[src/pipe_skid_buf.sv]
// two-entry skid buffer, ready is registered so it lags one cycle and is low in reset
`timescale 1ns/1ps

module pipe_skid_buf #(
    parameter type payload_t = logic
) (
    input  logic     clk,
    input  logic     rst_n_i,
    input  logic     in_valid_i,
    output logic     in_ready_o,
    input  payload_t in_data_i,
    output logic     out_valid_o,
    input  logic     out_ready_i,
    output payload_t out_data_o
);

    logic     out_valid_q;
    logic     skid_valid_q;
    logic     skid_valid_d;
    logic     ready_q;
    logic     in_fire;
    logic     out_load;        // output slot free or draining this cycle
    payload_t out_data_q;
    payload_t skid_data_q;

    assign in_fire  = in_valid_i && ready_q;
    assign out_load = !out_valid_q || out_ready_i;

    always_comb begin
        skid_valid_d = skid_valid_q;
        if (out_load) begin
            skid_valid_d = 1'b0;            // skid entry moves forward
        end else if (in_fire) begin
            skid_valid_d = 1'b1;            // output stalled, park input
        end
    end

    always_ff @(posedge clk or negedge rst_n_i) begin
        if (!rst_n_i) begin
            out_valid_q  <= 1'b0;
            skid_valid_q <= 1'b0;
            ready_q      <= 1'b0;
        end else begin
            skid_valid_q <= skid_valid_d;
            ready_q      <= !skid_valid_d;  // free entry next cycle
            if (out_load) begin
                out_valid_q <= skid_valid_q || in_fire;
            end
        end
    end

    // payload, no reset
    always_ff @(posedge clk) begin
        if (out_load) begin
            out_data_q <= skid_valid_q ? skid_data_q : in_data_i;
        end else if (in_fire) begin
            skid_data_q <= in_data_i;
        end
    end

    assign in_ready_o  = ready_q;
    assign out_valid_o = out_valid_q;
    assign out_data_o  = out_data_q;

endmodule

[config.mk]
export PLATFORM = sky130hd
export DESIGN_NAME = pipe_skid_buf
export DESIGN_NICKNAME = d
export VERILOG_FILES = /design/src/pipe_skid_buf.sv
export SDC_FILE = /design/constraint.sdc
export NUM_CORES = 1
export LEC_CHECK = 0
export ABC_AREA = 1
export BUFFER_PORTS_ARGS = -buffer_cell sky130_fd_sc_hd__buf_2
export CAP_MARGIN = 30
export CORE_AREA = 3 3 40 42
export CTS_BUF_LIST = sky130_fd_sc_hd__clkbuf_4 sky130_fd_sc_hd__clkbuf_8 sky130_fd_sc_hd__clkbuf_16
export CTS_CLUSTER_SIZE = 8
export DETAILED_ROUTE_END_ITERATION = 16
export DIE_AREA = 0 0 43 45
export GPL_ROUTABILITY_DRIVEN = 0
export SYNTH_ARGS = -nofsm -noshare
export SYNTH_HDL_FRONTEND = slang
export SYNTH_SLANG_ARGS = --single-unit
[constraint.sdc]
create_clock -name clk -period 1.7 [get_ports clk]
set_clock_uncertainty 0.05 [all_clocks]
set_input_delay 0.255 -clock clk [delete_from_list [all_inputs] [get_ports clk]]
set_output_delay 0.255 -clock clk [all_outputs]
set_load 0.02 [all_outputs]
* Word-level counts from Yosys, hierarchy flattened *
Cells that the tools add are included.

operators by class
  bitwise gates (word level) = 1
  muxes and demuxes = 3
  reductions and logical operators = 6

operators by type and width
  cell                 count
  $mux W1              3
  $logic_not A1 Y1     2
  $logic_or A1 B1 Y1   2
  $reduce_and A2 Y1    1
  $logic_and A1 B1 Y1  1
  $not A1 Y1           1

word-level totals
  flip-flop bits (word level) = 5
  output and inout port bits = 3

* Logic depth before layout (Yosys ltp) *
  word-level depth = 4
  depth in mapped cells = 4
  depth with buffers taken out = 4

* Least setup slack after synthesis *
Ideal clock, no wire load.

  path kind = reg2reg
  start = register ready_q (netlist: in_ready_o)
  end = register skid_data_q (enable)
  arrival time = 686 ps
  period minus slack after synthesis = 1034 ps
  data required time = 1351 ps
  path slack = 666 ps
  stages on the path, launching flop included = 3
  buffers on the path = 0
  cell sequence = dfrtp_1 -> nand2_1 -> nor2_1

on the way
  longest elaborated chain between the ends = 2

ends and longest elaborated chain
  what                                RTL line  source
  from (decl)                         20        logic ready_q;
  from (signal assigned)              45        ready_q <= !skid_valid_d;
  $logic_and A1 B1 Y1                 26        assign in_fire = in_valid_i && ready_q;
  $reduce_and A2 Y1 (no source line)  -
  to (signal assigned)                57        skid_data_q <= in_data_i;
  to (decl)                           24        payload_t skid_data_q;

Every way passes these cells.
A chain may end at the register's enable or synchronous reset.

* Worst setup path in the final report *
  start = register out_valid_q (netlist: out_valid_o)
  end = output out_valid_o

RTL lines
  what                    RTL line  source
  from (decl)             17        logic out_valid_q;
  from (signal assigned)  47        out_valid_q <= skid_valid_q || in_fire;
  to (decl)               12        output logic out_valid_o,

No word-level cell between the ends.

==> impl_metrics.py <==
metrics = {
    "power": {
        "vdd_drop_max_mv": 0.1864,
        "power_density_nw_per_um2": 1211,
        "leakagePower_nw": 0.1422,
    },
    "global_routing": {
        "grt_first_pass_wirelength_um": 648,
        "grt_max_degree": 6,
        "grt_use_total_pct": 5.105,
        "grt_pass1_vias": 177,
        "grt_overflow_total": 0,
        "antenna_found_initial": 0,
    },
    "placed_design": {
        "hpwl_um": 273.6,
        "placed_area_um2": 246.5,
        "dpl.cell_count": 40,
        "post-place-ws_ns": 0.7497,
        "port_buffers": 7,
    },
    "sta": {
        "finalSetupViolations": 0,
        "tightest_slew_ns": 0.1494,
        "min_period_over_period_pct": 63.88,
        "max_freq_mhz": 920.9,
        "slew_viol_final": 0,
        "maxSlewHeadroom_pct": 90.02,
        "fin_ws_ns": 0.6141,
        "rsz0062_at_grt": "false",
        "tns_ns": 0,
        "period_minus_slack_ns": 1.086,
        "hold_viol_final": 0,
    },
    "worst_hold_path": {
        "hp-start": "in_data_i",
        "worstHoldEndpoint": "skid_data_q",
        "hold_depth": 1,
        "hold_class": "in2reg",
    },
    "finish": {
        "final_common_cell": "buf_2",
        "layout_common_cells": "7 x buf_2, 6 x nand2_1, 4 x clkbuf_4",
        "nNetsFinal": 36,
        "regArea_um2": 135.1,
        "fillers": 149,
        "layout-drive-gt1-share_pct": 46.67,
        "multi_input_area_um2": 46.29,
        "final_cells": 45,
        "n_antenna_cell": 0,
        "syn_to_final_growth_pct": 48.70,
        "final_area_um2": 286.5,
    },
    "logic_synthesis": {
        "syn-num-nets": 23,
        "syn_area_um2": 192.7,
        "syn_inst": 18,
        "synth_simple_gate_area_share_pct": 19.48,
        "synthAdderAreaFrac_pct": 0,
        "synthDistinctLibCells": 9,
        "synth_compound_area_share_pct": 4.545,
        "synth-seq-cells": 5,
        "synthMuxAreaShare_pct": 0,
        "synth-xor-area-share_pct": 0,
        "avgSynthCellArea_um2": 10.70,
        "synth_seq_area_share_pct": 70.13,
        "synth_top_family_by_area": "simple AND/OR/NAND/NOR gates",
        "ys.warnings.count": 0,
    },
    "routing": {
        "postRouteAntennaNets": 0,
        "avgRoutedWirePerCell_um": 7.911,
        "vias": 153,
        "vias_per_cell": 3.400,
        "drc_errors": 0,
        "wl_um": 356,
        "drt_iter0_drc": 0,
        "drt-pass1-iter-count": 1,
    },
    "clock_tree": {
        "path_clk_slew_ns": 0.04,
        "htree_levels": 1,
        "numCtsBuffers": 3,
        "clk_latency_ns": 0.24,
        "cts_tree": "done",
        "root_buffer": "clkbuf_4",
        "cts_resized": 0,
        "cts.path.max_buffers": 2,
        "cts.sinks": 5,
    },
    "setup_path": {
        "cp.depth": 1,
        "worstReg2RegStart": "in_ready_o",
        "crit_family": "flip-flops",
        "crit_path_top_delay_cell": "dfrtp_1",
        "arrival_ns": 0.78,
        "start_kind": "flip-flop",
        "r2r_setup_slack_ns": 0.79,
        "rr_worst_depth": 2,
        "crit_fanout": 2,
        "slowest_delay_ns": 0.38,
        "cp_cell_sequence": "buf_2",
        "required_ns": 1.39,
        "critPathKind": "reg2out",
        "end_kind": "primary output",
        "path_buf_inv": 1,
        "r2r_end": "skid_data_q",
    },
    "die": {
        "ios": 8,
        "die_h_um": 45,
        "die-area_um2": 1935,
        "die_w_um": 43,
        "rows": 13,
        "start_util_pct": 15.00,
        "core-area_um2": 1285,
    },
    "run_status": {
        "status": "finished, final reports clean",
    },
    "run": {
        "maxCapViolations": 0,
    },
}
-- where the power goes --
| group | internal (mW) | switching [mW] |
|---|---|---|
| logic | 0.0176 | 0.0310 |
| registers | 0.140 | 0.00529 |
| clock network | 0.105 | 0.0489 |
| total | 0.262 | 0.0852 |
-- metal layers --
| layer | vias to the layer above | share of wire [%] | GRT usage, % |
|---|---|---|---|
| met4 | 0 | 4.8 | 7.229 |
| li1 | 79 | - | - |
| met2 | 7 | 46 | 7.784 |
| met1 | 65 | 38 | 4.156 |
| met5 | - | 0 | 0 |
| met3 | 2 | 10 | 2.390 |
-- cell usage after synthesis (all sizes together) --
cell	number	area share, %
edfxtp	2	31
nor2	1	1.9
dfrtp	3	39
nand3	1	2.6
nand2	7	15
inv	3	5.8
a21oi	1	4.5
-- how the worst max path moves through the flow --
stage | startpoint | slack [ns] | to
global route | out_valid_o | 0.58 | out_valid_o
global placement | out_ready_i | 0.76 | skid_data_q
finish | out_valid_o | 0.61 | out_valid_o
CTS | out_valid_o | 0.60 | out_valid_o
floorplan | in_ready_o | 0.67 | skid_data_q
detailed placement | out_ready_i | 0.75 | skid_data_q
-- flip-flops by register name, summed over array words and instances (netlist names) --
name,count
skid_data_q,1
out_valid_o,1
out_data_o,1
in_ready_o,1
skid_valid_q,1
-- cell families (layout without fill, tap and decap cells) --
family          count (synthesis)  after routing
flops                           5              5
buf+inv                         3             15
simple gates                    9              9
compound gates                  1              1
-- stage by stage --
step	hold WS (ns)	power, mW	util (%)
floorplan	-0.09059	0.1767	-
global placement	0.003639	0.1934	19.18
detailed placement	0.004848	0.1948	19.18
CTS	0.1479	0.3570	22.30
global route	0.1472	0.3743	22.30
finish	0.1569	0.3471	22.30
-- final cells by class --
type | count | area share, %
flip-flops and latches | 5 | 47.16
multi-input cells | 10 | 16.16
repair buffers | 8 | 15.72
clock buffers | 4 | 10.48
well taps | 15 | 6.550
inverters | 3 | 3.930
-- repair_timing --
action	in CTS	in global routing
hold endpoints to repair	3	0
setup buffers	0	0
hold buffers	1	0
(Power assumes the default switching activity.)
