--- src/axil_ram_consts.svh ---
// 32-bit data only, byte address width sets depth, low 2 address bits are dropped
`ifndef AXIL_RAM_CONSTS_SVH
`define AXIL_RAM_CONSTS_SVH

// byte address width on the AXI side
`define AXIL_ADDR_W 12

// data bus, fixed at one 32-bit word
`define AXIL_DATA_W 32

// one strobe bit per byte lane
`define AXIL_STRB_W (`AXIL_DATA_W / 8)

// words of storage, byte offset bits removed
`define AXIL_DEPTH (1 << (`AXIL_ADDR_W - 2))

// only response code ever returned
`define AXIL_RESP_OKAY 2'b00

`endif

--- src/axil_ram_pkg.sv ---
// payload types for the ram pipeline, needs axil_ram_consts.svh, no error or prot fields
`include "axil_ram_consts.svh"

package axil_ram_pkg;

    // single bit op, shared by request and response
    typedef enum logic {
        MEM_READ  = 1'b0,
        MEM_WRITE = 1'b1
    } mem_op_e;

    // one memory access, word addressed
    typedef struct packed {
        mem_op_e                           op;
        logic [$clog2(`AXIL_DEPTH)-1:0]    addr;   // word index
        logic [`AXIL_DATA_W-1:0]           wdata;
        logic [`AXIL_STRB_W-1:0]           strb;   // zero for reads
    } mem_req_t;

    // result of one access
    typedef struct packed {
        mem_op_e                 op;     // picks B or R channel
        logic [`AXIL_DATA_W-1:0] rdata;  // only meaningful on reads
    } mem_rsp_t;

endpackage

--- src/mem_req_if.sv ---
// one request link with valid/ready, payload must hold while valid is high and ready low
`timescale 1ns/1ps

interface mem_req_if;

    logic                   valid;
    logic                   ready;
    axil_ram_pkg::mem_req_t req;

    // producer side
    modport src (
        output valid,
        output req,
        input  ready
    );

    // consumer side
    modport dst (
        input  valid,
        input  req,
        output ready
    );

endinterface

--- src/axil_req_arbiter.sv ---
// aw and w accepted only together, writes beat reads, one request per cycle, no prot
`timescale 1ns/1ps
`include "axil_ram_consts.svh"

module axil_req_arbiter (
    input  logic                    clk,
    input  logic                    rst_n_i,
    input  logic                    s_awvalid_i,
    output logic                    s_awready_o,
    input  logic [`AXIL_ADDR_W-1:0] s_awaddr_i,
    input  logic                    s_wvalid_i,
    output logic                    s_wready_o,
    input  logic [`AXIL_DATA_W-1:0] s_wdata_i,
    input  logic [`AXIL_STRB_W-1:0] s_wstrb_i,
    input  logic                    s_arvalid_i,
    output logic                    s_arready_o,
    input  logic [`AXIL_ADDR_W-1:0] s_araddr_i,
    mem_req_if.src                  req_o
);

    logic wr_pend;      // complete write waiting
    logic grant_wr;
    logic grant_rd;
    logic hold_q;       // last cycle offered but not taken
    logic hold_wr_q;    // which side was offered

    assign wr_pend = s_awvalid_i && s_wvalid_i;

    // a stalled offer keeps its side, so the payload cannot switch under it
    always_comb begin
        if (hold_q) begin
            grant_wr = hold_wr_q;
            grant_rd = !hold_wr_q;
        end else begin
            grant_wr = wr_pend;
            grant_rd = !wr_pend && s_arvalid_i;
        end
    end

    always_ff @(posedge clk or negedge rst_n_i) begin
        if (!rst_n_i) begin
            hold_q    <= 1'b0;
            hold_wr_q <= 1'b0;
        end else begin
            hold_q    <= req_o.valid && !req_o.ready;
            hold_wr_q <= grant_wr;
        end
    end

    assign req_o.valid = grant_wr || grant_rd;

    // aw and w handshake in the same cycle
    assign s_awready_o = grant_wr && req_o.ready;
    assign s_wready_o  = grant_wr && req_o.ready;
    assign s_arready_o = grant_rd && req_o.ready;

    // byte address to word index, low two bits dropped
    always_comb begin
        req_o.req.op    = grant_wr ? axil_ram_pkg::MEM_WRITE : axil_ram_pkg::MEM_READ;
        req_o.req.addr  = grant_wr ? s_awaddr_i[`AXIL_ADDR_W-1:2]
                                   : s_araddr_i[`AXIL_ADDR_W-1:2];
        req_o.req.wdata = s_wdata_i;
        req_o.req.strb  = grant_wr ? s_wstrb_i : '0;  // reads never touch lanes
    end

endmodule

--- src/flat_wrapper.sv ---
// flat-port wrapper written by rule: the top's interface ports become plain ports
module axil_req_arbiter_flat 
  (clk, rst_n_i, s_awvalid_i, s_awready_o, s_awaddr_i, s_wvalid_i, s_wready_o, s_wdata_i, s_wstrb_i, s_arvalid_i, s_arready_o, s_araddr_i, req_o_valid, req_o_req, req_o_ready);
  mem_req_if req_o_i ();
  input  logic clk;
  input  logic rst_n_i;
  input  logic s_awvalid_i;
  output logic s_awready_o;
  input  logic [`AXIL_ADDR_W-1:0] s_awaddr_i;
  input  logic s_wvalid_i;
  output logic s_wready_o;
  input  logic [`AXIL_DATA_W-1:0] s_wdata_i;
  input  logic [`AXIL_STRB_W-1:0] s_wstrb_i;
  input  logic s_arvalid_i;
  output logic s_arready_o;
  input  logic [`AXIL_ADDR_W-1:0] s_araddr_i;
  output wire logic [$bits(req_o_i.valid)-1:0] req_o_valid;
  output wire logic [$bits(req_o_i.req)-1:0] req_o_req;
  input wire logic [$bits(req_o_i.ready)-1:0] req_o_ready;
  assign req_o_valid = req_o_i.valid;
  assign req_o_req = req_o_i.req;
  assign req_o_i.ready = req_o_ready;
  axil_req_arbiter u_core (.clk(clk), .rst_n_i(rst_n_i), .s_awvalid_i(s_awvalid_i), .s_awready_o(s_awready_o), .s_awaddr_i(s_awaddr_i), .s_wvalid_i(s_wvalid_i), .s_wready_o(s_wready_o), .s_wdata_i(s_wdata_i), .s_wstrb_i(s_wstrb_i), .s_arvalid_i(s_arvalid_i), .s_arready_o(s_arready_o), .s_araddr_i(s_araddr_i), .req_o(req_o_i));
endmodule
--- config.mk ---
export PLATFORM = sky130hd
export DESIGN_NAME = axil_req_arbiter_flat
export DESIGN_NICKNAME = d
export VERILOG_FILES = /design/src/axil_ram_pkg.sv /design/src/mem_req_if.sv /design/src/axil_req_arbiter.sv /design/src/flat_wrapper.sv
export VERILOG_INCLUDE_DIRS = /design/src /design/src/src
export SDC_FILE = /design/constraint.sdc
export NUM_CORES = 1
export LEC_CHECK = 0
export CAP_MARGIN = 20
export CORE_AREA = 2 2 45 47
export CTS_CLUSTER_SIZE = 10
export DETAILED_ROUTE_END_ITERATION = 16
export DIE_AREA = 0 0 47 49
export DONT_BUFFER_PORTS = 1
export PLACE_DENSITY_LB_ADDON = 0.05
export SYNTH_ARGS = -nofsm -noshare
export SYNTH_HDL_FRONTEND = slang
export SYNTH_SLANG_ARGS = --single-unit
--- constraint.sdc ---
create_clock -name clk -period 1.9 [get_ports clk]
set_input_delay 0.38 -clock clk [delete_from_list [all_inputs] [get_ports clk]]
set_output_delay 0.38 -clock clk [all_outputs]
set_load 0.02 [all_outputs]
**Yosys cells after proc, flatten, opt, wreduce, memory -nomap -nowiden**

Cells that the tools add are included.

- Divide/modulo/power cells: 0
- Muxes and demuxes: 5
- Shift operators: 0
- Bitwise gates (word level): 0
- Multiply operators: 0
- Reduce and logical (&&, ||, !) cells: 9
- Equality and inequality tests: 0
- Add/sub/neg operators: 0
- Order comparisons: 0

Operator list:

| cell | count |
|---|---|
| 2-to-1 mux 10 bit | 1 |
| logical AND 1 bit | 5 |
| 2-to-1 mux 4 bit | 1 |
| logical NOT 1 bit | 3 |
| 2-to-1 mux 1 bit | 3 |
| logical OR 1 bit | 1 |

- Bits in latches: 0
- ROM bits: 0
- Input bits: 66
- Memory bits (writable): 0
- Logic and storage cells: 16
- Register bits after elaboration: 2
- Memories kept: 0

**Depth between registers and ports, before layout**

- Word-level depth: 6
- Mapped depth: 5

**Worst setup path before layout**

Ideal clock, no wire load.

- Kind: register -> output
- From: register u_core.hold_q
- To: output s_wready_o
- Buffers on the path: 2
- Arrival time: 1,277 ps
- Path slack: 243 ps
- Data required time: 1,520 ps
- Cell stages (with the launch flop): 5
- Cell sequence: dfrtp_1 -> o21ai_4 -> buf_8 -> and2_1 -> buf_4

- Longest elaborated chain between the ends: 2

RTL lines:

| what | RTL line | RTL |
|---|---|---|
| start: declaration | axil_req_arbiter.sv:24 | `logic hold_q;` |
| start signal: assignment | axil_req_arbiter.sv:45 | `hold_q <= req_o.valid && !req_o.ready;` |
| 2-to-1 mux 1 bit | axil_req_arbiter.sv:31 | `if (hold_q) begin` |
| via u_core.grant_wr | axil_req_arbiter.sv:22 | `logic grant_wr;` |
| logical AND 1 bit | n/a |  |
| end: declaration | flat_wrapper.sv:11 | `output logic s_wready_o;` |

The timed path passes the listed nets, and every way through them passes these cells.

**Final worst setup path**

- From: register u_core.hold_q
- To: output req_o_req[44]

- Longest elaborated chain between the ends: 2

RTL lines:

| what | RTL line | RTL |
|---|---|---|
| 2-to-1 mux 1 bit | axil_req_arbiter.sv:31 |  |
| 2-to-1 mux 10 bit | axil_req_arbiter.sv:60 | `` req_o.req.addr = grant_wr ? s_awaddr_i[`AXIL_ADDR_W-1:2] `` |
| end: declaration | flat_wrapper.sv:18 | `output wire logic [$bits(req_o_i.req)-1:0] req_o_req;` |

No other way between the ends.

==> summary.md <==
| Metric | Value |
|---|---|
| CTS tree | built |
| Pre-antenna DRT Iters | 4 |
| Area grow syn2layout | -26.96% |
| Fin crit period | between 1.5 and 2 ns |
| P per Cell Area | 684.3 mW/mm^2 |
| CTS Buf Count | 3 |
| DIE AREA | roughly 0.0023 sq mm |
| # diodes | 0 |
| IO Count | 117 |
| DR vias/cell | 4.333 |
| Number of port buffers | 0 |
| Final setup viols | 0 |
| Starting Density | 0.2948 |
| Final GP Congestion | just under 0.6 |
| Hold Worst Slack | approximately 0.22 ns |
| Vias in the first global route | between 200 and 250 |
| Warnings from Yosys | 0 |
| Wire per inst | between 15 and 20 um |
| Power, Total | about 0.27 mW |
| Post-Route WL | approximately 950 um |
| Total GRT Usage | 0.07199 |
| Worst vdd ir | approximately 0.00017 V |
| Clock-pin slew on the worst setup and hold paths | 0.03 ns |
| Vias | between 200 and 300 |
| Final hold violations | 0 |
| Largest net degree at the start of global routing | 11 |
| Layout cells sized above 1 | 0.5833 |
| FP Rows | 16 |
| Dominant cells by area after synthesis | buf_4 (47%), mux2_4 (11%), mux2_2 (10%), dfrtp_1 (9.2%), and2_1 (5.8%) |
| Wl on met1 | roughly 240 um |
| Status | finished clean |
| Core ar. | about 0.0018 sq mm |
| Pins Over Slew Limit | 0 |
| Worst Tran Pin Value | ~0.22 ns |
| Nets | 104 |
| Critical Path Fanout Max | 10 |
| Synthesized flop and latch total | 2 |
| Detail Placement HPWL | around 800 um |
| Leakage | approximately 0.17 nW |
| Setup TNS | 0 ns |
| First-pass GRT wire length | approximately 1.1 mm |
| CP startpoint kind | flop |
| Sequential fraction of the synthesis area | 0.09217 |
| Iteration-0 DRC count of the detailed router | 4 |
| Resized Gates After CTS | 0 |
| Post-Syn Instances | 61 |
| Setup CP Type | flop to output pin |
| Netlist cell types | 15 |
| Die Y-Extent | slightly below 50 um |
| HP Class | input port to flop |
| Fmax | 563.5 MHz |
| Max-Cap Viols | 0 |
| RSZ-0062 raised after global routing | no |
| DR WL met2 | between 400 and 500 um |
| Rel. slew slack | 0.8551 |
| Synthesized area | around 540 sq um |
| GRT overflow | 0 |
| Synth top area share | 0.4700 |
| DRT antenna net count | 0 |
| CTS root buf | clkbuf_4 |
| Worst skew pair latency | about 0.22 ns |
| Met3 wire length | between 150 and 200 um |
| Initial antenna violation count | 0 |
| Max clock buf depth | 2 |
| Highest metal used | met4 |
| Fin crit share | 0.9341 |
| CP Capture Type | output pin |
| CP required | 1.52 ns |
| Post-synthesis cell type with the largest combined area | buf_4 |
| CTS Sinks | 2 |
| H-Tree Depth | 1 |
| Avg Cell Area, Syn | approximately 9 sq um |
| Syn Nets | around 130 |
| Die X | between 40 and 50 um |
| DRC | 0 |
| Crit path DAT | roughly 1.4 ns |
| Clk_skew | around 0.001 ns |
-- metrics by stage --
stage                     instances    util  instance area, sq um  setup WS (ns)
final                            63  0.2154                 396.6         0.1253
after detailed placement         58  0.1868                 344.1         0.2082
after global routing             63  0.2154                 396.6        0.04998
after global placement           58  0.1868                 344.1         0.2219
after floorplan                  61       -                 543.0         0.2434
after CTS                        63  0.2154                 396.6         0.1023
-- sequential cells by signal, indices dropped and copies added (netlist names) --
name	count
u_core.hold_q	1
u_core.hold_wr_q	1
-- cell usage after synthesis --
cell and instances:
a21oi_1 1, nand2_2 2, mux2_4 4, o21ai_4 1, nor2_1 1, buf_8 1, nand2_1 1, mux2_1 1
nand3b_1 1, dfrtp_1 2, mux2_2 5, and2_1 5, a21boi_0 1, or2b_1 1, buf_4 34
-- final timing paths --
kind,endpoint,startpoint,cells after the start,slack (ns)
max,req_o_req[44],u_core.hold_q$_DFF_PN0_,3,0.13
min,u_core.hold_q$_DFF_PN0_,req_o_ready,1,0.22
max reg2reg,u_core.hold_wr_q$_DFF_PN0_,u_core.hold_q$_DFF_PN0_,3,1.05
min reg2reg,u_core.hold_wr_q$_DFF_PN0_,u_core.hold_wr_q$_DFF_PN0_,3,0.64
max in group asynchronous,u_core.hold_q$_DFF_PN0_,rst_n_i,1,1.39
min in group asynchronous,u_core.hold_wr_q$_DFF_PN0_,rst_n_i,1,0.39
-- layer usage --
layer  global-route usage  up-vias
li1                     -      114
met1              0.06081      120
met2               0.1119       29
met3              0.02963       10
met4              0.07870        0
met5                    0        -
-- worst max-delay path, cell delays in order, from the launching register on --
cell and delay [ns]:
dfrtp_1 0.43, o21ai_4 0.19, buf_4 0.20, mux2_4 0.35
-- cell usage in the layout (no fill, tap or decap), drive strengths merged --
master / synthesis / final
dfrtp: 2 / 2
or2b: 1 / 1
nand2: 3 / 3
mux2: 10 / 10
and2: 5 / 5
o21ai: 1 / 1
buf: 35 / 6
clkbuf: 0 / 3
nand3b: 1 / 1
a21boi: 1 / 1
dlygate4sd3: 0 / 1
nor2: 1 / 1
a21oi: 1 / 1
-- report_power, final --
group / internal [mW] / switching [mW] / leakage [nW]
registers: 0.0464 / 0.00374 / 0.0252
clock network: 0.0698 / 0.0253 / 0.0138
logic: 0.0542 / 0.0720 / 0.128
-- logic make-up (layout without fill, tap and decap cells) --
| kind of cell | Yosys count | after routing | share of synthesized area |
|---|---|---|---|
| AOI/OAI and AO/OA | 3 | 3 | 0.05300 |
| buffers and inverters | 35 | 10 | 0.4977 |
| DFF | 2 | 2 | 0.09217 |
| muxes | 10 | 10 | 0.2350 |
| and+or+nand+nor | 11 | 11 | 0.1221 |
-- repair_timing --
item	in CTS	in global routing
setup buffers	1	0
hold endpoints to repair	2	0
hold buffers	1	0
endpoints found under the setup margin	4	0
-- area by class of cell --
type                       instances  area [sq um]
sequential                         2         50.05
clock buffer                       3         22.52
multi-input combinational         24         222.7
tap                               27         33.78
fill                             218          1445
timing repair buffer               7         67.56
Note: power is estimated with default switching activity, not from simulation.
