File: config.mk
export PLATFORM = sky130hd
export DESIGN_NAME = axil_resp_stage
export DESIGN_NICKNAME = d
export VERILOG_FILES = /design/src/axil_ram_pkg.sv /design/src/pipe_skid_buf.sv /design/src/axil_resp_stage.sv
export VERILOG_INCLUDE_DIRS = /design/src /design/src/src
export SDC_FILE = /design/constraint.sdc
export NUM_CORES = 1
export LEC_CHECK = 0
export BUFFER_PORTS_ARGS = -buffer_cell sky130_fd_sc_hd__buf_2
export CORE_UTILIZATION = 40
export DETAILED_ROUTE_END_ITERATION = 7
export PLACE_DENSITY = 0.73
export SYNTH_ARGS = -nofsm -noshare
export SYNTH_HDL_FRONTEND = slang
export SYNTH_SLANG_ARGS = --single-unit
File: constraint.sdc
create_clock -name clk -period 4.1 [get_ports clk]
set_input_delay 0 -clock clk [delete_from_list [all_inputs] [get_ports clk]]
set_output_delay 0 -clock clk [all_outputs]
set_load 0.02 [all_outputs]
File: src/axil_ram_consts.svh
// 32-bit data only, byte address width sets depth, low 2 address bits are dropped
`ifndef AXIL_RAM_CONSTS_SVH
`define AXIL_RAM_CONSTS_SVH

// byte address width on the AXI side
`define AXIL_ADDR_W 12

// data bus, fixed at one 32-bit word
`define AXIL_DATA_W 32

// one strobe bit per byte lane
`define AXIL_STRB_W (`AXIL_DATA_W / 8)

// words of storage, byte offset bits removed
`define AXIL_DEPTH (1 << (`AXIL_ADDR_W - 2))

// only response code ever returned
`define AXIL_RESP_OKAY 2'b00

`endif

File: src/axil_ram_pkg.sv
// payload types for the ram pipeline, needs axil_ram_consts.svh, no error or prot fields
`include "axil_ram_consts.svh"

package axil_ram_pkg;

    // single bit op, shared by request and response
    typedef enum logic {
        MEM_READ  = 1'b0,
        MEM_WRITE = 1'b1
    } mem_op_e;

    // one memory access, word addressed
    typedef struct packed {
        mem_op_e                           op;
        logic [$clog2(`AXIL_DEPTH)-1:0]    addr;   // word index
        logic [`AXIL_DATA_W-1:0]           wdata;
        logic [`AXIL_STRB_W-1:0]           strb;   // zero for reads
    } mem_req_t;

    // result of one access
    typedef struct packed {
        mem_op_e                 op;     // picks B or R channel
        logic [`AXIL_DATA_W-1:0] rdata;  // only meaningful on reads
    } mem_rsp_t;

endpackage

File: src/pipe_skid_buf.sv
// two-entry skid buffer, ready is registered so it lags one cycle and is low in reset
`timescale 1ns/1ps

module pipe_skid_buf #(
    parameter type payload_t = logic
) (
    input  logic     clk,
    input  logic     rst_n_i,
    input  logic     in_valid_i,
    output logic     in_ready_o,
    input  payload_t in_data_i,
    output logic     out_valid_o,
    input  logic     out_ready_i,
    output payload_t out_data_o
);

    logic     out_valid_q;
    logic     skid_valid_q;
    logic     skid_valid_d;
    logic     ready_q;
    logic     in_fire;
    logic     out_load;        // output slot free or draining this cycle
    payload_t out_data_q;
    payload_t skid_data_q;

    assign in_fire  = in_valid_i && ready_q;
    assign out_load = !out_valid_q || out_ready_i;

    always_comb begin
        skid_valid_d = skid_valid_q;
        if (out_load) begin
            skid_valid_d = 1'b0;            // skid entry moves forward
        end else if (in_fire) begin
            skid_valid_d = 1'b1;            // output stalled, park input
        end
    end

    always_ff @(posedge clk or negedge rst_n_i) begin
        if (!rst_n_i) begin
            out_valid_q  <= 1'b0;
            skid_valid_q <= 1'b0;
            ready_q      <= 1'b0;
        end else begin
            skid_valid_q <= skid_valid_d;
            ready_q      <= !skid_valid_d;  // free entry next cycle
            if (out_load) begin
                out_valid_q <= skid_valid_q || in_fire;
            end
        end
    end

    // payload, no reset
    always_ff @(posedge clk) begin
        if (out_load) begin
            out_data_q <= skid_valid_q ? skid_data_q : in_data_i;
        end else if (in_fire) begin
            skid_data_q <= in_data_i;
        end
    end

    assign in_ready_o  = ready_q;
    assign out_valid_o = out_valid_q;
    assign out_data_o  = out_data_q;

endmodule

File: src/axil_resp_stage.sv
// results leave in arrival order, a stalled B head also blocks R and vice versa, always OKAY
`timescale 1ns/1ps
`include "axil_ram_consts.svh"

module axil_resp_stage (
    input  logic                    clk,
    input  logic                    rst_n_i,
    input  logic                    rsp_valid_i,
    output logic                    rsp_ready_o,
    input  axil_ram_pkg::mem_rsp_t  rsp_i,
    output logic                    s_bvalid_o,
    input  logic                    s_bready_i,
    output logic [1:0]              s_bresp_o,
    output logic                    s_rvalid_o,
    input  logic                    s_rready_i,
    output logic [`AXIL_DATA_W-1:0] s_rdata_o,
    output logic [1:0]              s_rresp_o
);

    logic                   head_valid;
    logic                   head_ready;
    logic                   head_is_wr;
    axil_ram_pkg::mem_rsp_t head;

    pipe_skid_buf #(
        .payload_t (axil_ram_pkg::mem_rsp_t)
    ) u_rsp_buf (
        .clk         (clk),
        .rst_n_i     (rst_n_i),
        .in_valid_i  (rsp_valid_i),
        .in_ready_o  (rsp_ready_o),
        .in_data_i   (rsp_i),
        .out_valid_o (head_valid),
        .out_ready_i (head_ready),
        .out_data_o  (head)
    );

    assign head_is_wr = (head.op == axil_ram_pkg::MEM_WRITE);

    // steer head by op
    assign s_bvalid_o = head_valid && head_is_wr;
    assign s_rvalid_o = head_valid && !head_is_wr;
    assign head_ready = head_is_wr ? s_bready_i : s_rready_i;  // ready of selected channel

    assign s_rdata_o = head.rdata;
    assign s_bresp_o = `AXIL_RESP_OKAY;
    assign s_rresp_o = `AXIL_RESP_OKAY;

endmodule

Word level (Yosys, flattened, before mapping)
Cells that the tools add are included.
- shift-type cells: 0
- multiply operators: 0
- eq/ne operators: 0
- reductions and logical operators: 9
- $add $sub $neg: 0
- multiplexer cells: 4
- order comparisons: 0
- divide/modulo/power cells: 0
- bitwise operators: 1
- operators with widths (operator ; count):
    $mux 33 ; 1
    $logic_and 1x1->1 ; 3
    $logic_not 1->1 ; 3
    $mux 1 ; 3
    $logic_or 1x1->1 ; 2
    $reduce_and 2->1 ; 1
    $not 1->1 ; 1
- bits in latches: 0
- word-level logic and storage cells: 21
- memories: 0
- output and inout bits: 39
- flip-flop bits (word level): 69
- input bits: 38
- bits in read-only memories: 0
- RAM bits: 0

Longest topological paths before layout
Gate-level depths: netlist of run 1.
- depth after elaboration: 4
- mapped depth: 3

Modules after synthesis
A second synthesis of run 1 with hierarchy kept.
- cell total of the unflattened synthesis: 121
- area total of the unflattened synthesis: 2710.1 µm²
- by module, submodules not included (module ; cells an instance ; times used ; sequential area each (µm²) ; area each (µm²)):
    pipe_skid_buf ; 113 ; 1 ; 2057.0 ; 2645.0
    axil_resp_stage ; 8 ; 1 ; 0.0 ; 65.1

Worst setup path after synthesis of run 1
OpenSTA, ideal clock, no wires.
- path kind: reg-to-reg
- from: reg u_rsp_buf.out_data_q (netlist bit u_rsp_buf.out_data_o[32])
- to: reg u_rsp_buf.skid_data_q[0] in the netlist's numbering (enable)
- required time: 3636 ps
- buffers on the path: 0
- stages on the path, launching flop included: 3
- path slack: 592 ps
- setup time: 464 ps
- data arrival time: 3044 ps
- cells stage by stage: edfxtp_1 -> mux2_4 -> nor3_1
- word-level cells in the longest chain between the ends: 4
- ends and longest elaborated chain (what ; line ; source):
    start: declaration ; pipe_skid_buf.sv:23 ; payload_t out_data_q;
    start signal: assignment ; pipe_skid_buf.sv:55 ; out_data_q <= skid_valid_q ? skid_data_q : in_data_i;
    $mux 1 ; axil_resp_stage.sv:43 ; assign head_ready = head_is_wr ? s_bready_i : s_rready_i;
    $logic_or 1x1->1 ; pipe_skid_buf.sv:27 ; assign out_load = !out_valid_q || out_ready_i;
    $not 1->1 (no line) ; -- ;
    $reduce_and 2->1 (no line) ; -- ;
    end signal: assignment ; pipe_skid_buf.sv:57 ; skid_data_q <= in_data_i;
    end: declaration ; pipe_skid_buf.sv:24 ; payload_t skid_data_q;
No other way between the ends.
A chain may end at the register's enable or synchronous reset.

Worst setup path after layout of run 1
- from: reg u_rsp_buf.skid_valid_q
- to: reg u_rsp_buf.out_valid_q (netlist: u_rsp_buf.out_valid_o)
- word-level cells in the longest chain between the ends: 1
- ends and longest elaborated chain (what ; line ; source):
    start: declaration ; pipe_skid_buf.sv:18 ; logic skid_valid_q;
    start signal: assignment ; pipe_skid_buf.sv:44 ; skid_valid_q <= skid_valid_d;
    $logic_or 1x1->1 ; pipe_skid_buf.sv:47 ; out_valid_q <= skid_valid_q || in_fire;
    end signal: assignment ; pipe_skid_buf.sv:47 ;
    end: declaration ; pipe_skid_buf.sv:17 ; logic out_valid_q;
No other way between the ends.

==> results by group, run 1 <==
Outcome
  • Status: finished, final reports clean

Yosys
  • Post-synthesis cell type count: 17
  • Syn avg cell area: between 15 and 20 um^2
  • Synth warn: 0
  • Cell Area, Synth: 0.00280 mm^2
  • Mapped Cells: roughly 150
  • Sequential area share after synthesis: 73.6%
  • FF+latch count, synth: 69

CTS
  • Post-CTS setup buffer count: 0
  • Worst-Skew Late Latency: ~0.33 ns
  • Root Driver: clkbuf_8
  • Clock sinks: a little under 70
  • H-tree depth: 3
  • TritonCTS Buffers: 9
  • Clk pin slew, worst setup/hold paths: around 0.07 ns
  • CTS tree: yes
  • Clock buffer depth: 2

Floorplanning
  • I/O pin cnt: 77
  • Row Count: 30
  • Die width: 85.6 um
  • CORE AREA: about 0.0068 mm^2
  • Full die area: between 0.007 and 0.008 mm^2
  • Starting Density: about 41%
  • DIE HEIGHT: between 80 and 90 um

Timing
  • Worst rel slew slack: 41.1%
  • Min Tclk post-route: 1.86 ns
  • Final hold violations: 0
  • Worst hold slack: approximately 0.04 ns
  • Setup violators final: 0
  • Fmax: about 0.54 GHz
  • Setup tns final: 0 ns
  • Slew at the pin closest to its max-slew limit: around 0.88 ns
  • Clk_skew: approximately 0.0044 ns
  • Max-slew violation count: 0
  • RSZ-0062 raised after global routing: no
  • Fin crit share: between 40% and 50%

Finish
  • P&R area growth vs syn: 26.6%
  • Final nets: between 200 and 300
  • Share of post-route cells with drive strength above 1: a little under two fifths
  • Diode count: 0
  • Final core occ: 52.4%

Hold path
  • Min-Delay Path Class: primary input to flip-flop
  • Hold path depth: 3

Setup path
  • CP required: 4.31 ns
  • Worst R2R End: u_rsp_buf.out_valid_o
  • Worst setup SP type: flip-flop
  • Worst-path cell chain: a21oi_1 -> o21ai_0 -> dlygate4sd3_1
  • Top delay family on crit path: flip-flops
  • CP max stage delay: approximately 0.7 ns
  • CP Data Arrival Time: 2.08 ns
  • CP max FO: 34
  • CP Class: flip-flop to flip-flop
  • Worst setup path endpoint: u_rsp_buf.out_valid_o
  • CP Capture Type: flip-flop
  • Slowest CP cell: dfrtp_2
  • Worst path bufs/invs: 1
  • R2R Setup Slk: around 2.2 ns
  • CP Depth: 3
  • FF-to-FF Start: u_rsp_buf.skid_valid_q
  • Critical Path Start: u_rsp_buf.skid_valid_q
  • R2R depth: 3

Global routing
  • Grt total ovfl: 0
  • First-pass GRT wire length: approximately 7300 um
  • Vias in the first global route: 1549
  • Gr usage total: between 10% and 20%
  • Initial antenna violation count: 0
  • Largest net degree at the start of global routing: 35

Drt
  • Vias: approximately 1500
  • Final WL: 4530 um
  • Number of vias per cell: approximately 4.5
  • DRT iter0 DRCs: 47
  • Routed len/inst: between 10 and 15 um
  • Post-route ant nets: 0
  • DRC: 0
  • TritonRoute pass-1 iters: 4

Power
  • VDD IR-drop max: approximately 0.21 mV
  • Tot Pwr: approximately 1.8 mW
  • P_leak: between 1 and 1.5 nW
  • Pwr dens: 516 mW/mm^2

Placement
  • GPL Wtd Cong: 0.574
  • Post-DP HPWL: between 2000 and 3000 um
  • Input/output buffers: between 70 and 80

Flow run
  • MaxCap Viol Count: 0
## report_power, final
group / leakage, nW / internal, mW / switching (mW)
registers: 0.668 / 0.934 / 0.0599
clock network: 0.0789 / 0.209 / 0.235
logic: 0.632 / 0.156 / 0.234
total: 1.38 / 1.30 / 0.528
## cells by family after synthesis
kind of cell	share of synthesized area [%]
AOI/OAI and AO/OA	0.358
and+or+nand+nor	1.34
DFF	73.6
other	0.134
buffers and inverters	10.8
muxes	13.8
## timing repair
item,4_1_cts,5_1_grt
hold buffers,39,0
gates resized for setup,0,0
hold endpoints to repair,71,0
## state kept, by name, summed over array words and instances, names as in the netlist
| register | cells |
|---|---|
| u_rsp_buf.out_valid_o | 1 |
| u_rsp_buf.in_ready_o | 1 |
| u_rsp_buf.out_data_o | 33 |
| u_rsp_buf.skid_valid_q | 1 |
| u_rsp_buf.skid_data_q | 33 |
## cells in the final DEF (no fill, tap or decap), types with 2 or more instances in the layout
master / netlist / layout
edfxtp_1: 66 / 66
buf_2: 1 / 72
clkinv_1: 0 / 4
clkinv_2: 0 / 2
conb_1: 1 / 4
buf_4: 39 / 2
mux2_2: 3 / 3
mux2_1: 30 / 30
clkbuf_8: 0 / 9
dlygate4sd3_1: 0 / 39
dfrtp_1: 3 / 2
## worst min-delay path by stage
stage	startpoint	endpoint	slack [ns]
global placement	rst_n_i	u_rsp_buf.in_ready_o	-0.20
floorplan	rst_n_i	u_rsp_buf.in_ready_o	-0.30
detailed placement	rst_n_i	u_rsp_buf.out_valid_o	-0.20
CTS	s_bready_i	u_rsp_buf.in_ready_o	0.02
finish	s_bready_i	u_rsp_buf.in_ready_o	0.04
global route	s_bready_i	u_rsp_buf.in_ready_o	0.03
## synth_stat cells, drive strengths merged
master	instances	share of area [%]
buf	40	11
inv	1	0.13
nor2	1	0.13
nand2b	1	0.22
conb	1	0.13
or3	1	0.22
a21oi	1	0.18
nand2	1	0.13
edfxtp	66	71
nor3	2	0.36
o21ai	1	0.18
dfrtp	3	2.7
and2	1	0.27
mux2	34	14
## metrics by stage
stage | cell area [um^2] | std cells | worst slack [ns]
after CTS | 3540 | 326 | 2.22
after global routing | 3540 | 326 | 2.02
final | 3540 | 326 | 2.24
after detailed placement | 2990 | 271 | 2.23
after floorplan | 2810 | 157 | 0.592
after global placement | 2990 | 271 | 2.28
## per-layer routing
| metal | up-vias | global-route usage (%) | part of all wire, % |
|---|---|---|---|
| met5 | - | 0 | 0 |
| met4 | 0 | 8.48 | 2.6 |
| met3 | 12 | 4.52 | 5.4 |
| met2 | 55 | 23.0 | 50 |
| met1 | 692 | 15.4 | 42 |
| li1 | 700 | - | - |
## worst reg2reg max path, stage by stage, from the launching register on
cell,delay [ns]
dfrtp_2,0.70
a21oi_1,0.33
o21ai_0,0.14
dlygate4sd3_1,0.58
## area by class of cell
class | instances | area (um^2)
fillers | 569 | 3220
multi-input cells | 47 | 457
flip-flops and latches | 69 | 2060
clock buffers | 9 | 124
repair buffers | 113 | 766
clock inverters | 7 | 32.5
well taps | 80 | 100
inverters | 1 | 3.75
(Power assumes the default switching activity.)
==> run 2: changes to the inputs <==
- PLACE_DENSITY: 0.73 -> 0.75
- clock period: 4.1 -> 1.6 ns (I/O delays scaled with it)
==> run 2 against run 1 <==
Net effect:
- sequential share of layout area is 1.4 points lower
- sequential power rose to 2.5 times the previous value
- register-to-register slack lost 2.2 ns
- combinational power increased to 3.0 times the previous value
- final area increased by 2.5%
- clock power grew to 2.5 times the previous value
- die area did not move
- critical path type unchanged
- highest routed layer unchanged
==> results by group, run 2 (synthesized netlist as in run 1, its figures left out) <==
Outcome
  • Status: finished, final reports clean

CTS
  • Clk pin slew, worst setup/hold paths: 0.06 ns (about the same)
  • CTS tree: yes
  • Clock sinks: 69 (unchanged)
  • Root Driver: clkbuf_8
  • H-tree depth: 3 (unchanged)
  • Clock buffer depth: 2 (unchanged)
  • Worst-Skew Late Latency: 0.32 ns (about the same)
  • TritonCTS Buffers: 9 (unchanged)

Finish
  • Final design area excluding fillers: 0.00363 mm^2 (+2.5%)
  • Diode count: 0 (unchanged)
  • Commonest non-fill, non-tap cells in the layout: buf_2, edfxtp_1, dlygate4sd3_1
  • Share of post-route cells with drive strength above 1: 39.8% (+1.5 points)
  • Commonest non-fill, non-tap cell in the layout: buf_2
  • Finished Layout Cells: 329 (+0.92%)
  • P&R area growth vs syn: 29.8%
  • Final nets: 283 (+1.4%)
  • Final core occ: 53.7% (+1.3 points)

Setup path
  • CP required: 1.86 ns (-2.45 ns)
  • CP Capture Type: flip-flop
  • Critical Path Start: u_rsp_buf.out_data_o[32]
  • Worst setup path endpoint: u_rsp_buf.skid_valid_q
  • Worst R2R End: u_rsp_buf.skid_valid_q
  • Worst setup SP type: flip-flop
  • FF-to-FF Start: u_rsp_buf.out_data_o[32]
  • CP Class: flip-flop to flip-flop
  • R2R Setup Slk: 0.04 ns (-2.19 ns)
  • R2R depth: 3 (unchanged)
  • CP max FO: 5 (-85%)
  • CP Data Arrival Time: 1.82 ns (-0.26 ns)

Timing
  • Setup violators final: 0 (unchanged)
  • Min Tclk post-route: 1.56 ns (-0.305 ns)
  • Final hold violations: 0 (unchanged)
  • Fin crit share: 97.3% (+52 points)
  • Clk_skew: 0.00623 ns (+0.00180 ns)
  • Worst hold slack: 0.0611 ns (+0.0221 ns)
  • Fmax: 0.642 GHz (+20%)
  • Setup tns final: 0 ns (unchanged)
  • Max-slew violation count: 0 (unchanged)
  • Worst setup margin: 0.0425 ns (-2.19 ns)

Power
  • Pwr dens: 1320 mW/mm^2 (+160%)
  • Sw Share: 28.4% (-0.55 points)
  • VDD IR-drop max: 0.795 mV (+280%)
  • Flop pwr share: 52.2% (-2.2 points)
  • Tot Pwr: 4.78 mW (+160%)
  • P_leak: 1.42 nW (+3.0%)
  • Internal Pwr Total: 3.42 mW (+160%)
  • Clk pwr share: 23.5% (-0.8 points)
  • Net Sw Power: 1.36 mW (+160%)
  • Logic pwr share: 24.3% (+3.0 points)

Placement
  • Input/output buffers: 72 (unchanged)
  • Setup Slack @ Placement: 0.125 ns (-2.11 ns)
  • GPL Wtd Cong: 0.616 (+7.3%)
  • Placed cell area: 0.00308 mm^2 (+2.9%)
  • Dpl cells: 275 (+1.5%)
  • Post-DP HPWL: 2820 um (+9.2%)

Global routing
  • Met2 usage: 21.7% (-1.2 points)
  • Gr busiest metal: met2
  • Initial antenna violation count: 0 (unchanged)
  • Largest net degree at the start of global routing: 28 (-20%)
  • Grt total ovfl: 0 (unchanged)
  • GR Util met1: 15.5% (+0.15 points)
  • Met3 Usage GRT: 5.58% (+1.1 points)
  • Gr usage total: 13.2% (-0.62 points)
  • Vias in the first global route: 1479 (-4.5%)
  • First-pass GRT wire length: 7130 um (-2.9%)

Floorplanning
  • DIE HEIGHT: 85.6 um (unchanged)
  • CORE AREA: 0.00676 mm^2 (unchanged)
  • Full die area: 0.00733 mm^2 (unchanged)
  • Die width: 85.6 um (unchanged)
  • Row Count: 30 (unchanged)
  • I/O pin cnt: 77 (unchanged)
  • Starting Density: 41.4% (unchanged)

Drt
  • Vias: 1458 (-0.069%)
  • DRC: 0 (unchanged)
  • Routed len/inst: 13.7 um (-1.6%)
  • Final WL: 4500 um (-0.66%)
  • DRT iter0 DRCs: 66 (+40%)
  • Post-route ant nets: 0 (unchanged)
  • Number of vias per cell: 4.43 (-0.98%)
  • TritonRoute pass-1 iters: 4 (unchanged)

Hold path
  • Hold path depth: 3 (unchanged)
  • Min-Delay Path Class: primary input to flip-flop

Flow run
  • MaxCap Viol Count: 0 (unchanged)
## run 2: cell types whose count changed in the layout (fill, tap and decap cells not counted), moves of 2 or more
cell,delta
buf_12,+4
clkbuf_1,+3
clkinv_1,-3
nor3_4,+2
## run 2: worst max-delay path, cell delays in order, from the launching register on
cell and delay [ns]:
edfxtp_1 0.41, mux2_4 0.36, nor3_4 0.16, dlygate4sd3_1 0.56
## run 2: power by group through the flow
stage	sequential, mW	clock [mW]	combinational (mW)
floorplan	2.50	0	0.928
global placement	2.53	0	1.06
detailed placement	2.53	0	1.08
CTS	2.50	1.17	1.16
global route	2.53	1.26	1.24
finish	2.49	1.12	1.16
## run 2: repair_timing
| item | CTS | global route |
|---|---|---|
| hold buffers | 38 | 0 |
| setup endpoints to repair | 0 | 1 |
| resized for setup | 0 | 2 |
| buffers inserted | 0 | 1 |
| endpoints found under the hold margin | 71 | 0 |
## run 2: cell type report
class	count	area, um^2
fill	558	3130
sequential	69	2060
timing repair buffer	117	843
multi-input combinational	47	474
clock buffer	12	135
tap	80	100
clock inverter	3	13.8
inverter	1	3.75
## run 2: how the worst min path moves through the flow
| stage | startpoint | end | slack [ns] |
|---|---|---|---|
| after global placement | rst_n_i | u_rsp_buf.in_ready_o | -0.20 |
| after CTS | s_bready_i | u_rsp_buf.out_valid_o | 0.03 |
| after detailed placement | rst_n_i | u_rsp_buf.out_valid_o | -0.20 |
| final | s_bready_i | u_rsp_buf.out_valid_o | 0.06 |
| after global routing | s_bready_i | u_rsp_buf.out_valid_o | 0.06 |
| after floorplan | rst_n_i | u_rsp_buf.in_ready_o | -0.30 |
## run 2: per-layer routing
metal,share of wire (%),routed length [um]
met1,43,1950
met2,49,2220
met3,6.1,276
met4,1.2,53
met5,0,0
==> run 3: changes to the inputs <==
- ABC_AREA: default -> 1
- CTS_CLUSTER_SIZE: default -> 40
==> run 3 against run 2 <==
Net effect:
- non-clock buffer count down 2
- critical path depth up 2
- critical path type unchanged
- via count grew 19%
- register-to-register slack better by 0.18 ns
- first-iteration DRC count fell by 11%
- synthesized cell count is 48% higher
- flip-flop and latch count unchanged
- sequential share of layout area shrank 0.98 points
- maximum frequency grew 13%
- largest power group unchanged
- highest routed layer unchanged
- utilization is essentially flat
==> results by group, run 3 <==
Outcome
  • Status: finished, final reports clean

CTS
  • Root Driver: clkbuf_8
  • CTS tree: yes
  • H-tree depth: 3 (unchanged)
  • Clock sinks: 69 (unchanged)
  • Worst-Skew Late Latency: 0.34 ns (+0.02 ns)
  • TritonCTS Buffers: 9 (unchanged)
  • Clk pin slew, worst setup/hold paths: 0.07 ns (about the same)
  • Clock buffer depth: 2 (unchanged)
  • Post-CTS setup buffer count: 0 (unchanged)

Global routing
  • First-pass GRT wire length: 7590 um (+6.4%)
  • Vias in the first global route: 1671 (+13%)
  • Grt total ovfl: 0 (unchanged)
  • Gr usage total: 14.1% (+0.93 points)
  • Initial antenna violation count: 0 (unchanged)
  • Largest net degree at the start of global routing: 35 (+25%)

Hold path
  • Hold Startpoint: rsp_valid_i
  • Hold Path End: u_rsp_buf.in_ready_o
  • Hold path depth: 4 (+1)
  • Min-Delay Path Class: primary input to flip-flop

Setup path
  • FF-to-FF Start: u_rsp_buf.out_data_o[32]
  • Slowest CP cell: edfxtp_1
  • CP Capture Type: flip-flop
  • CP max stage delay: 0.40 ns (-0.16 ns)
  • Worst-path cell chain: inv_1 -> nand2_2 -> nand3_4 -> nor2_4 -> buf_4
  • CP max FO: 9 (+4)
  • CP Data Arrival Time: 1.42 ns (-0.40 ns)
  • R2R Setup Slk: 0.23 ns (+0.18 ns)
  • CP required: 1.64 ns (-0.22 ns)
  • CP Class: flip-flop to flip-flop
  • Worst R2R End: u_rsp_buf.skid_data_q[32]
  • Worst setup SP type: flip-flop
  • R2R depth: 5 (+2)

Floorplanning
  • Row Count: 30 (unchanged)
  • I/O pin cnt: 77 (unchanged)
  • Die width: 86.9 um (+1.5%)
  • DIE HEIGHT: 86.9 um (+1.5%)
  • Starting Density: 42.0% (+0.58 points)
  • Full die area: 0.00755 mm^2 (+3.0%)
  • CORE AREA: 0.00687 mm^2 (+1.7%)

Yosys
  • Post-synthesis cell type count: 13 (-4)
  • Top cell type's share of synthesized area: 68.8% (-2.1 points)
  • Main synth FF type: edfxtp_1
  • FF+latch count, synth: 69 (unchanged)
  • Largest cells by area after synthesis: edfxtp_1, nand2_1, buf_4
  • Sequential area share after synthesis: 71.4% (-2.2 points)
  • Synth warn: 0 (unchanged)
  • Most common cell in the synthesized netlist: nand2_1
  • Async SR Flop Fraction: 4.35% (unchanged)
  • Mapped Cells: 228 (+48%)
  • Synth cell count leaders: nand2_1, edfxtp_1, buf_4, nand2_2, inv_1
  • Syn avg cell area: 12.6 um^2 (-30%)
  • Largest area contributor in the netlist: edfxtp_1
  • Post-synth EDFFs: 66 (unchanged)
  • Cell Area, Synth: 0.00288 mm^2 (+3.1%)

Timing
  • RSZ-0062 raised after global routing: no
  • Min Tclk post-route: 1.37 ns (-0.183 ns)
  • Final hold violations: 0 (unchanged)
  • Worst hold slack: 0.0612 ns (+0.000149 ns)
  • Fmax: 0.728 GHz (+13%)
  • Fin crit share: 85.9% (-11 points)
  • Clk_skew: 0.00646 ns (+0.000231 ns)
  • Slew at the pin closest to its max-slew limit: between 0.5 and 0.6 ns
  • Worst setup margin: 0.226 ns (+0.183 ns)
  • Worst rel slew slack: roughly 65%
  • Max-slew violation count: 0 (unchanged)
  • Setup violators final: 0 (unchanged)

Power
  • Tot Pwr: 6.97 mW (+46%)
  • VDD IR-drop max: 0.778 mV (-2.1%)
  • Logic pwr share: 33.5% (+9.2 points)
  • Net Sw Power: 2.48 mW (+83%)
  • Flop pwr share: 44.8% (-7.4 points)
  • Internal Pwr Total: 4.49 mW (+31%)
  • Sw Share: 35.6% (+7.2 points)
  • P_leak: 1.61 nW (+14%)
  • Clk pwr share: 21.7% (-1.8 points)
  • Pwr dens: 1890 mW/mm^2 (+44%)

Finish
  • Share of post-route cells with drive strength above 1: 34.2% (-5.6 points)
  • P&R area growth vs syn: 28.0%
  • Diode count: 0 (unchanged)
  • Final nets: 352 (+24%)
  • Final design area excluding fillers: 0.00369 mm^2 (+1.7%)
  • Commonest non-fill, non-tap cell in the layout: nand2_1
  • Commonest non-fill, non-tap cells in the layout: nand2_1, buf_2, edfxtp_1

Drt
  • Number of vias per cell: 4.18 (-5.8%)
  • DRT iter0 DRCs: 59 (-11%)
  • DRC: 0 (unchanged)
  • Vias: 1733 (+19%)
  • Final WL: 4860 um (+8.0%)
  • Routed len/inst: 11.7 um (-14%)
  • TritonRoute pass-1 iters: 4 (unchanged)
  • Post-route ant nets: 0 (unchanged)

Placement
  • GPL Wtd Cong: 0.672 (+9.1%)
  • Post-DP HPWL: 3160 um (+12%)
  • Input/output buffers: 72 (unchanged)
  • Placed cell area: 0.00311 mm^2 (+0.81%)
  • Setup Slack @ Placement: 0.225 ns (+0.0998 ns)

Flow run
  • MaxCap Viol Count: 0 (unchanged)
-- run 3: critical path, delay by kind of cell (launching register included) --
family	cells	cell delay, ns
DFF	1	0.40
and+or+nand+nor	3	0.41
buffers and inverters	2	0.27
-- run 3: metrics by stage --
stage                     util, %  TNS [ns]  std cells
after floorplan                 -     -9.17        231
after global placement       45.2         0        362
after detailed placement     45.2         0        362
after CTS                    53.7         0        415
after global routing         53.7         0        415
final                        53.7         0        415
-- run 3: kinds of logic after synthesis --
kind of cell	synth area share, %
flip-flops	71.4
AND/OR/NAND/NOR	15.6
buffers and inverters	12.9
other	0.130
-- run 3: power by group through the flow --
stage	clock, mW	sequential [mW]	combinational, mW
2_1_floorplan	0	3.09	2.23
3_3_place_gp	0	3.16	2.24
3_5_place_dp	0	3.17	2.29
4_1_cts	1.56	3.14	2.37
5_1_grt	1.64	3.20	2.54
6_report	1.51	3.13	2.33
-- run 3: what timing repair did --
action,CTS,global route
setup endpoints to repair,0,0
endpoints found under the hold margin,70,0
hold buffers,37,0
gates resized for setup,0,0
-- run 3: worst max path at each step --
stage,startpoint,to,slack [ns],depth (start not counted)
5_1_grt,u_rsp_buf.out_data_o[32],u_rsp_buf.skid_data_q[32],0.13,5
6_report,u_rsp_buf.out_data_o[32],u_rsp_buf.skid_data_q[32],0.23,5
3_5_place_dp,u_rsp_buf.out_data_o[32],u_rsp_buf.skid_data_q[6],0.22,5
2_1_floorplan,u_rsp_buf.out_data_o[32],u_rsp_buf.skid_data_q[0],-0.28,4
4_1_cts,u_rsp_buf.out_data_o[32],u_rsp_buf.skid_data_q[32],0.21,5
3_3_place_gp,u_rsp_buf.out_data_o[32],u_rsp_buf.skid_data_q[1],0.26,5
-- run 3: cell type report --
cell class	instances	area (um^2)
clock inverters	6	86.3
fillers	597	3180
inverters	5	26.3
clock buffers	10	128
flip-flops and latches	69	2060
well taps	96	120
repair buffers	115	788
multi-input cells	114	484
-- run 3: metal layers --
layer	vias to the layer above	track usage (%)	wire length, um
met5	-	0	0
met4	0	6.06	51
met3	5	6.35	323
met2	71	23.1	2430
met1	778	15.9	2050
li1	879	-	-
